<file path="src/hw/rsp_pkg.sv">
// Radar stage-2 prep shared widths, tagged sample structs and chirp state enum
package rsp_pkg;

  // --------------------
  // Widths
  // --------------------

  // I, Q and magnitude width
  localparam int sample_w = 16;
  // Range-bin index, 256 bins per chirp at most
  localparam int bin_w = 8;
  // Detection count, one extra bit so a full chirp of hits fits
  localparam int cnt_w = bin_w + 1;

  // --------------------
  // Inter-block payloads
  // --------------------

  // Complex sample tagged with its range bin, 41 bits
  typedef struct packed {
    logic signed [sample_w-1:0] re;
    logic signed [sample_w-1:0] im;
    logic [bin_w-1:0]           bin;
    logic                       last;
  } iq_sample_t;

  // Magnitude estimate with the same tag, 25 bits
  typedef struct packed {
    logic [sample_w-1:0] mag;
    logic [bin_w-1:0]    bin;
    logic                last;
  } mag_sample_t;

  // End-of-chirp summary, 33 bits
  typedef struct packed {
    logic [sample_w-1:0] peak_mag;
    logic [bin_w-1:0]    peak_bin;
    logic [cnt_w-1:0]    hit_count;
  } peak_report_t;

  // Input side chirp tracking
  typedef enum logic {chirp_idle, chirp_active} chirp_state_e;

endpackage

</file>
<file path="src/hw/rsp_sample_in.sv">
// Input side of the prep path, registers I/Q samples and tags range bin and last bin
`timescale 1ns/10ps

module rsp_sample_in import rsp_pkg::*; #(
  parameter int num_bins = 64
) (
  input  logic                       clk,
  input  logic                       rst_n,
  input  logic                       in_valid,
  input  logic                       chirp_start,
  input  logic signed [sample_w-1:0] in_re,
  input  logic signed [sample_w-1:0] in_im,
  output logic                       tag_valid,
  output iq_sample_t                 tag_out
);

  // Index of the final bin in a chirp
  localparam logic [bin_w-1:0] last_bin = bin_w'(num_bins - 1);

  chirp_state_e     state;
  logic [bin_w-1:0] bin_cnt;
  logic             accept;
  logic [bin_w-1:0] bin_now;
  logic             is_last;

  // --------------------
  // Accept and tag
  // --------------------

  // Idle drops samples until a chirp start, a start mid-chirp restarts
  assign accept  = in_valid && (chirp_start || (state == chirp_active));
  assign bin_now = chirp_start ? '0 : bin_cnt;
  assign is_last = (bin_now == last_bin);

  // Chirp state and bin counter
  always_ff @(posedge clk or negedge rst_n) begin
    if (!rst_n) begin
      state     <= chirp_idle;
      bin_cnt   <= '0;
      tag_valid <= 1'b0;
    end else begin
      tag_valid <= accept;
      if (accept) begin
        bin_cnt <= bin_now + 1'b1;
        // Back to idle after the final bin
        state   <= is_last ? chirp_idle : chirp_active;
      end
    end
  end

  // Sample and tag register, payload only
  always_ff @(posedge clk) begin
    if (accept) begin
      tag_out.re   <= in_re;
      tag_out.im   <= in_im;
      tag_out.bin  <= bin_now;
      tag_out.last <= is_last;
    end
  end

endmodule

</file>
<file path="src/hw/rsp_abs_jpl.sv">
// JPL magnitude estimator, four register stages with the bin tag carried alongside
`timescale 1ns/10ps

module rsp_abs_jpl import rsp_pkg::*; (
  input  logic        clk,
  input  logic        rst_n,
  input  logic        tag_valid,
  input  iq_sample_t  tag_in,
  output logic        mag_valid,
  output mag_sample_t mag_out
);

  // Saturation codes
  localparam logic signed [sample_w-1:0] most_neg = {1'b1, {(sample_w-1){1'b0}}};
  localparam logic [sample_w-1:0]        max_pos  = {1'b0, {(sample_w-1){1'b1}}};

  logic [sample_w-1:0] abs_re;
  logic [sample_w-1:0] abs_im;
  logic [sample_w-1:0] u_max;
  logic [sample_w-1:0] v_min;
  logic [sample_w-1:0] u_r1;
  logic [sample_w-1:0] v_r1;
  logic [sample_w-1:0] v_r2;
  logic [sample_w-1:0] sum0_r1;
  logic [sample_w-1:0] sum0_r2;
  logic [sample_w-1:0] sum1_r1;
  logic [sample_w-1:0] sum1_r2;
  logic [sample_w-1:0] mag_r;
  logic [3:0]          vld_sr;
  logic [3:0]          last_sr;
  logic [bin_w-1:0]    bin_sr [4];

  // Absolute value, most negative code clamps to max positive
  function automatic logic [sample_w-1:0] abs_sat(input logic signed [sample_w-1:0] x);
    logic [sample_w-1:0] r;
    if (!x[sample_w-1]) begin
      r = x;
    end else if (x == most_neg) begin
      r = max_pos;
    end else begin
      r = -x;
    end
    return r;
  endfunction

  // --------------------
  // Stage 1 abs and sort
  // --------------------
  assign abs_re = abs_sat(tag_in.re);
  assign abs_im = abs_sat(tag_in.im);
  // U larger, V smaller
  assign u_max  = (abs_im > abs_re) ? abs_im : abs_re;
  assign v_min  = (abs_im > abs_re) ? abs_re : abs_im;

  // --------------------
  // Data pipeline
  // --------------------
  always_ff @(posedge clk) begin
    u_r1    <= u_max;
    v_r1    <= v_min;
    // Stage 2, U + V/8 and 7U/8 first half
    sum0_r1 <= u_r1 + (v_r1 >> 3);
    sum1_r1 <= u_r1 - (u_r1 >> 3);
    v_r2    <= v_r1;
    // Stage 3, add V/2 to the 7U/8 branch
    sum0_r2 <= sum0_r1;
    sum1_r2 <= sum1_r1 + (v_r2 >> 1);
    // Stage 4, larger candidate wins
    mag_r   <= (sum0_r2 > sum1_r2) ? sum0_r2 : sum1_r2;
  end

  // Valid strobe, four deep
  always_ff @(posedge clk or negedge rst_n) begin
    if (!rst_n) begin
      vld_sr <= '0;
    end else begin
      vld_sr <= {vld_sr[2:0], tag_valid};
    end
  end

  // Bin and last tags follow the strobe
  always_ff @(posedge clk) begin
    bin_sr[0] <= tag_in.bin;
    for (int i = 1; i < 4; i++) begin
      bin_sr[i] <= bin_sr[i-1];
    end
    last_sr <= {last_sr[2:0], tag_in.last};
  end

  assign mag_valid    = vld_sr[3];
  assign mag_out.mag  = mag_r;
  assign mag_out.bin  = bin_sr[3];
  assign mag_out.last = last_sr[3];

endmodule

</file>
<file path="src/hw/rsp_peak_track.sv">
// Threshold detection and per-chirp peak search with an end-of-chirp report
`timescale 1ns/10ps

module rsp_peak_track import rsp_pkg::*; #(
  parameter int num_bins = 64
) (
  input  logic                clk,
  input  logic                rst_n,
  input  logic                mag_valid,
  input  mag_sample_t         mag_in,
  input  logic [sample_w-1:0] threshold,
  output logic                det,
  output logic                report_valid,
  output peak_report_t        report
);

  // Bins expected in a complete chirp
  localparam logic [cnt_w-1:0] full_count = cnt_w'(num_bins);

  logic [sample_w-1:0] peak_mag;
  logic [bin_w-1:0]    peak_bin;
  logic [cnt_w-1:0]    hit_cnt;
  logic [cnt_w-1:0]    seen_cnt;
  logic                first;
  logic                take;
  logic [sample_w-1:0] peak_mag_nxt;
  logic [bin_w-1:0]    peak_bin_nxt;
  logic [cnt_w-1:0]    hit_cnt_nxt;
  logic [cnt_w-1:0]    seen_cnt_nxt;

  // Strictly above threshold
  assign det = mag_valid && (mag_in.mag > threshold);

  // --------------------
  // Running values
  // --------------------

  // Bin 0 opens a new chirp, drops any abandoned partial one
  assign first = (mag_in.bin == '0);
  // Strict compare keeps the earlier bin on ties
  assign take  = first || (mag_in.mag > peak_mag);

  assign peak_mag_nxt = take ? mag_in.mag : peak_mag;
  assign peak_bin_nxt = take ? mag_in.bin : peak_bin;
  assign hit_cnt_nxt  = (first ? '0 : hit_cnt) + cnt_w'(det);
  assign seen_cnt_nxt = (first ? '0 : seen_cnt) + 1'b1;

  always_ff @(posedge clk or negedge rst_n) begin
    if (!rst_n) begin
      peak_mag     <= '0;
      peak_bin     <= '0;
      hit_cnt      <= '0;
      seen_cnt     <= '0;
      report_valid <= 1'b0;
    end else begin
      report_valid <= 1'b0;
      if (mag_valid && mag_in.last) begin
        // Short chirp means lost samples, no report
        report_valid <= (seen_cnt_nxt == full_count);
        peak_mag     <= '0;
        peak_bin     <= '0;
        hit_cnt      <= '0;
        seen_cnt     <= '0;
      end else if (mag_valid) begin
        peak_mag <= peak_mag_nxt;
        peak_bin <= peak_bin_nxt;
        hit_cnt  <= hit_cnt_nxt;
        seen_cnt <= seen_cnt_nxt;
      end
    end
  end

  // Summary captured on the last bin
  always_ff @(posedge clk) begin
    if (mag_valid && mag_in.last) begin
      report.peak_mag  <= peak_mag_nxt;
      report.peak_bin  <= peak_bin_nxt;
      report.hit_count <= hit_cnt_nxt;
    end
  end

endmodule

</file>
<file path="src/hw/rsp_prep_top.sv">
// Stage-2 prep path top, chains sample input, JPL magnitude and peak tracking
`timescale 1ns/10ps

module rsp_prep_top import rsp_pkg::*; #(
  parameter int num_bins = 64
) (
  input  logic                       clk,
  input  logic                       rst_n,
  input  logic                       in_valid,
  input  logic                       chirp_start,
  input  logic signed [sample_w-1:0] in_re,
  input  logic signed [sample_w-1:0] in_im,
  input  logic [sample_w-1:0]        threshold,
  output logic                       mag_valid,
  output mag_sample_t                mag_out,
  output logic                       det,
  output logic                       report_valid,
  output peak_report_t               report
);

  // Tagged samples into the estimator
  logic       tag_valid;
  iq_sample_t tag_out;

  // Gate and tag, 1 cycle
  rsp_sample_in #(.num_bins(num_bins)) sample_in_i (
    .clk        (clk),
    .rst_n      (rst_n),
    .in_valid   (in_valid),
    .chirp_start(chirp_start),
    .in_re      (in_re),
    .in_im      (in_im),
    .tag_valid  (tag_valid),
    .tag_out    (tag_out)
  );

  // Magnitude, 4 cycles
  rsp_abs_jpl abs_jpl_i (
    .clk      (clk),
    .rst_n    (rst_n),
    .tag_valid(tag_valid),
    .tag_in   (tag_out),
    .mag_valid(mag_valid),
    .mag_out  (mag_out)
  );

  // Detection and chirp report
  rsp_peak_track #(.num_bins(num_bins)) peak_track_i (
    .clk         (clk),
    .rst_n       (rst_n),
    .mag_valid   (mag_valid),
    .mag_in      (mag_out),
    .threshold   (threshold),
    .det         (det),
    .report_valid(report_valid),
    .report      (report)
  );

endmodule

</file>
<file path="config.mk">
export PLATFORM = sky130hd
export DESIGN_NAME = rsp_prep_top
export DESIGN_NICKNAME = d
export VERILOG_FILES = /design/src/hw/rsp_pkg.sv /design/src/hw/rsp_sample_in.sv /design/src/hw/rsp_abs_jpl.sv /design/src/hw/rsp_peak_track.sv /design/src/hw/rsp_prep_top.sv
export SDC_FILE = /design/constraint.sdc
export NUM_CORES = 1
export LEC_CHECK = 0
export BUFFER_PORTS_ARGS = -buffer_cell sky130_fd_sc_hd__buf_2
export CORE_MARGIN = 2
export CORE_UTILIZATION = 54
export DETAILED_ROUTE_END_ITERATION = 16
export PLACE_DENSITY_LB_ADDON = 0.15
export SETUP_SLACK_MARGIN = 0.05
export SLEW_MARGIN = 5
export SYNTH_ARGS = -nofsm -noshare
export SYNTH_HDL_FRONTEND = slang
export SYNTH_SLANG_ARGS = --single-unit
</file>
<file path="constraint.sdc">
create_clock -name clk -period 3.55 [get_ports clk]
set_clock_uncertainty 0.2 [all_clocks]
set_input_delay 0.71 -clock clk [delete_from_list [all_inputs] [get_ports clk]]
set_output_delay 0.71 -clock clk [all_outputs]
set_load 0.01 [all_outputs]
</file>
==> results.cfg <==
[placed_design]
dpl.hpwl_um = 19300
portBuffers = 112
gpl.final_weighted_congestion = 0.872
pre_cts_slack_ps = -241
post-place-cells = 1699

[power_and_ir_drop]
leakagePower_nw = 7.27
comb_power_share_pct = 38.1
power.net_switching_mw = 4.45
power.density_nw_per_um2 = 822
power_frac_clock_pct = 23.9
power.switching_fraction_pct = 33.7
p_int_mw = 8.74
total_power_mw = 13.2
worst_ir_drop_vdd_mv = 0.449
p_seq_share_pct = 38.0

[clocking]
cts-buffers-inserted = 30
clk_pin_slew_worst_paths_ps = 60
total_number_of_clock_tree_sinks = 293
ctsRootBufferMaster = sky130_fd_sc_hd__clkbuf_16
clk-insertion-delay-late_ps = 540
cts_max_level = 1
cts_max_path_buffers = 3
clock_tree_from_tritoncts = done

[synthesis]
syn-num-nets = 1382
seq_area_frac_synth_pct = 51.2
synth_top_area_share_pct = 24.1
postSynthCellCount = 1215
synth_area_um2 = 13500
synth.avg_cell_area_um2 = 11.1
synth_seq_cells = 293
synth_top_cells_by_area = sky130_fd_sc_hd__dfxtp_1 (24%), sky130_fd_sc_hd__edfxtp_1 (17%), sky130_fd_sc_hd__dfrtp_1 (11%)
synth_cell_type_count = 73
yosysTopAreaCell = sky130_fd_sc_hd__dfxtp_1
yosysWarningCount = 0
synth_edf_count = 74
yosys_most_used_dff = sky130_fd_sc_hd__dfxtp_1
synth_async_reset_ratio_pct = 19.5

[timing]
setup-violations-final = 31
setup-tns-final_ps = -5960
final.min_clock_period_ps = 3780
relSlewSlack_pct = 33.6
hold_violations = 0
layout_setup_ws_ps = -231
grt_setup_unrepaired = true
final.period_utilization_pct = 107
final_max_slew_viol_count = 0
fmax_mhz = 264
worst-slew-pin-transition_ps = 985

[finish]
layout.cells.non_filler = 1761
largest_register = sample_in_i.tag_out
largest_registers = sample_in_i.tag_out (41), peak_track_i.report (33), abs_jpl_i.bin_sr (32)
layout.nets = 1580
layout-drive-gt1-share_pct = 23.0
num_antenna_cells = 0
final_cell_mix = sky130_fd_sc_hd__dfxtp_1 (158), sky130_fd_sc_hd__ha_1 (112), sky130_fd_sc_hd__buf_2 (112)
largest_reg_flops = 41
area_growth_syn_to_layout_pct = 19.2
mostFrequentLayoutCell = sky130_fd_sc_hd__dfxtp_1

[run]
max_cap_violations = 0

[grt]
grt_antenna_before_repair = 0
first_global_vias = 9155
grt_first_pass_wirelength_um = 42900
grt_max_degree = 33
grt_overflow = 0
all_layer_global_routing_usage_pct = 19.7

[outcome]
status = finished with violations
failed_checks = negative setup slack

[die]
core_area_um2 = 24400
dieHeight_um = 162
initial_core_util_pct = 55.2
core.rowCount = 57
die-area_um2 = 26200
die-width_um = 162
pin_count = 113

[critical_path]
timing.critical_path.fanout_max = 26
criticalPathCategory = register to register
cp.arrival_ps = 4010
timing.critical_path.to_type = register
worst_ep_required_time_ps = 3780
crit_path_start_kind = register

[detailed_routing]
routed_wirelength_um = 25800
detail_route.vias_per_cell = 5.37
drt_drc_violations_left = 0
wire_per_inst_um = 14.7
first_iter_violations = 502
num_vias = 9448
antenna_left = 0
detailedRoute.firstPassIterationCount = 5

[worst_hold_path]
min-delay-path-class = register to register
## worst paths after layout
check	from	endpoint	slack, ps	depth (start not counted)
worst max-delay path	sample_in_i.tag_out[37]$_DFFE_PP_	abs_jpl_i.u_r1[12]$_DFF_P_	-230	14
min in group asynchronous	rst_n	peak_track_i.hit_cnt[5]$_DFFE_PN0P_	530	2
worst max register to register	sample_in_i.tag_out[37]$_DFFE_PP_	abs_jpl_i.u_r1[12]$_DFF_P_	-230	14
max in group asynchronous	rst_n	sample_in_i.bin_cnt[0]$_DFFE_PN0P_	1740	3
worst min-delay path	abs_jpl_i.sum0_r1[11]$_DFF_P_	abs_jpl_i.sum0_r2[11]$_DFF_P_	120	0
worst min register to register	abs_jpl_i.sum0_r1[11]$_DFF_P_	abs_jpl_i.sum0_r2[11]$_DFF_P_	120	0
## cell families after synthesis
logic type | count (synthesis) | share of synthesized area (%)
muxes | 70 | 5.74
AOI/OAI and AO/OA | 259 | 13.3
DFF | 293 | 51.2
buffers and inverters | 136 | 3.99
adders and majority gates | 115 | 10.9
xor gates and xnor gates | 61 | 3.97
and+or+nand+nor | 281 | 10.9
## cells in the mapped netlist (27+ instances only)
| cell | n |
|---|---|
| sky130_fd_sc_hd__dfxtp_1 | 162 |
| sky130_fd_sc_hd__ha_1 | 112 |
| sky130_fd_sc_hd__inv_1 | 103 |
| sky130_fd_sc_hd__nand2_1 | 83 |
| sky130_fd_sc_hd__edfxtp_1 | 74 |
| sky130_fd_sc_hd__o21ai_0 | 61 |
| sky130_fd_sc_hd__a21oi_1 | 58 |
| sky130_fd_sc_hd__dfrtp_1 | 57 |
| sky130_fd_sc_hd__mux2_2 | 50 |
| sky130_fd_sc_hd__nor2_1 | 50 |
| sky130_fd_sc_hd__xnor2_1 | 34 |
| sky130_fd_sc_hd__nand3_1 | 31 |
| sky130_fd_sc_hd__xor2_1 | 27 |
## area by class of cell
cell class | instances | area, um2
Fill cell | 1936 | 8360
Timing Repair Buffer | 199 | 1240
Clock buffer | 44 | 950
Sequential cell | 293 | 6900
Clock inverter | 12 | 91.3
Tap cell | 324 | 405
Multi-Input combinational cell | 786 | 6060
Inverter | 103 | 387
## critical path: stages, from the launching register on
cell and delay [ps]:
sky130_fd_sc_hd__edfxtp_1 380, sky130_fd_sc_hd__or4_4 570, sky130_fd_sc_hd__nor4b_4 270, sky130_fd_sc_hd__and2b_2 220, sky130_fd_sc_hd__nor2_1 40, sky130_fd_sc_hd__mux2i_1 200
sky130_fd_sc_hd__inv_1 70, sky130_fd_sc_hd__ha_1 290, sky130_fd_sc_hd__nand4_1 130, sky130_fd_sc_hd__or4_4 450, sky130_fd_sc_hd__a21oi_2 130, sky130_fd_sc_hd__a211o_1 120
sky130_fd_sc_hd__o22ai_2 90, sky130_fd_sc_hd__buf_12 170, sky130_fd_sc_hd__mux2_1 310
## per-stage QoR
| step | instance area, um2 | utilization [%] | hold WS, ps |
|---|---|---|---|
| 3_3_place_gp | 14900 | 61.1 | 110 |
| 3_5_place_dp | 14900 | 61.1 | 112 |
| 2_1_floorplan | 13500 | - | 110 |
| 5_1_grt | 16000 | 65.7 | 114 |
| 6_report | 16000 | 65.7 | 122 |
| 4_1_cts | 16000 | 65.5 | 113 |
## power groups by stage
stage          clock network, mW  logic, mW  registers (mW)
5_1_grt                     3.36       5.67            5.12
4_1_cts                     3.22       5.04            5.01
6_report                    3.15       5.02            5.01
2_1_floorplan                  0       3.71            4.96
3_3_place_gp                   0       4.86            5.03
3_5_place_dp                   0       4.98            5.07
## what timing repair did
item / 4_1_cts / 5_1_grt
hold endpoints to repair: 25 / 0
hold buffers: 1 / 0
resized for setup: 1 / 11
setup endpoints to repair: 32 / 32
buffers inserted: 3 / 2
pin swaps: 0 / 2
## layer usage
layer | track usage [%] | vias to the layer above | wire [um]
met5 | 0 | - | 0
met4 | 4.83 | 0 | 566
met3 | 2.86 | 40 | 1100
met2 | 35.7 | 213 | 12800
met1 | 24.9 | 4410 | 11300
li1 | - | 4785 | -
(Power assumes the default switching activity.)
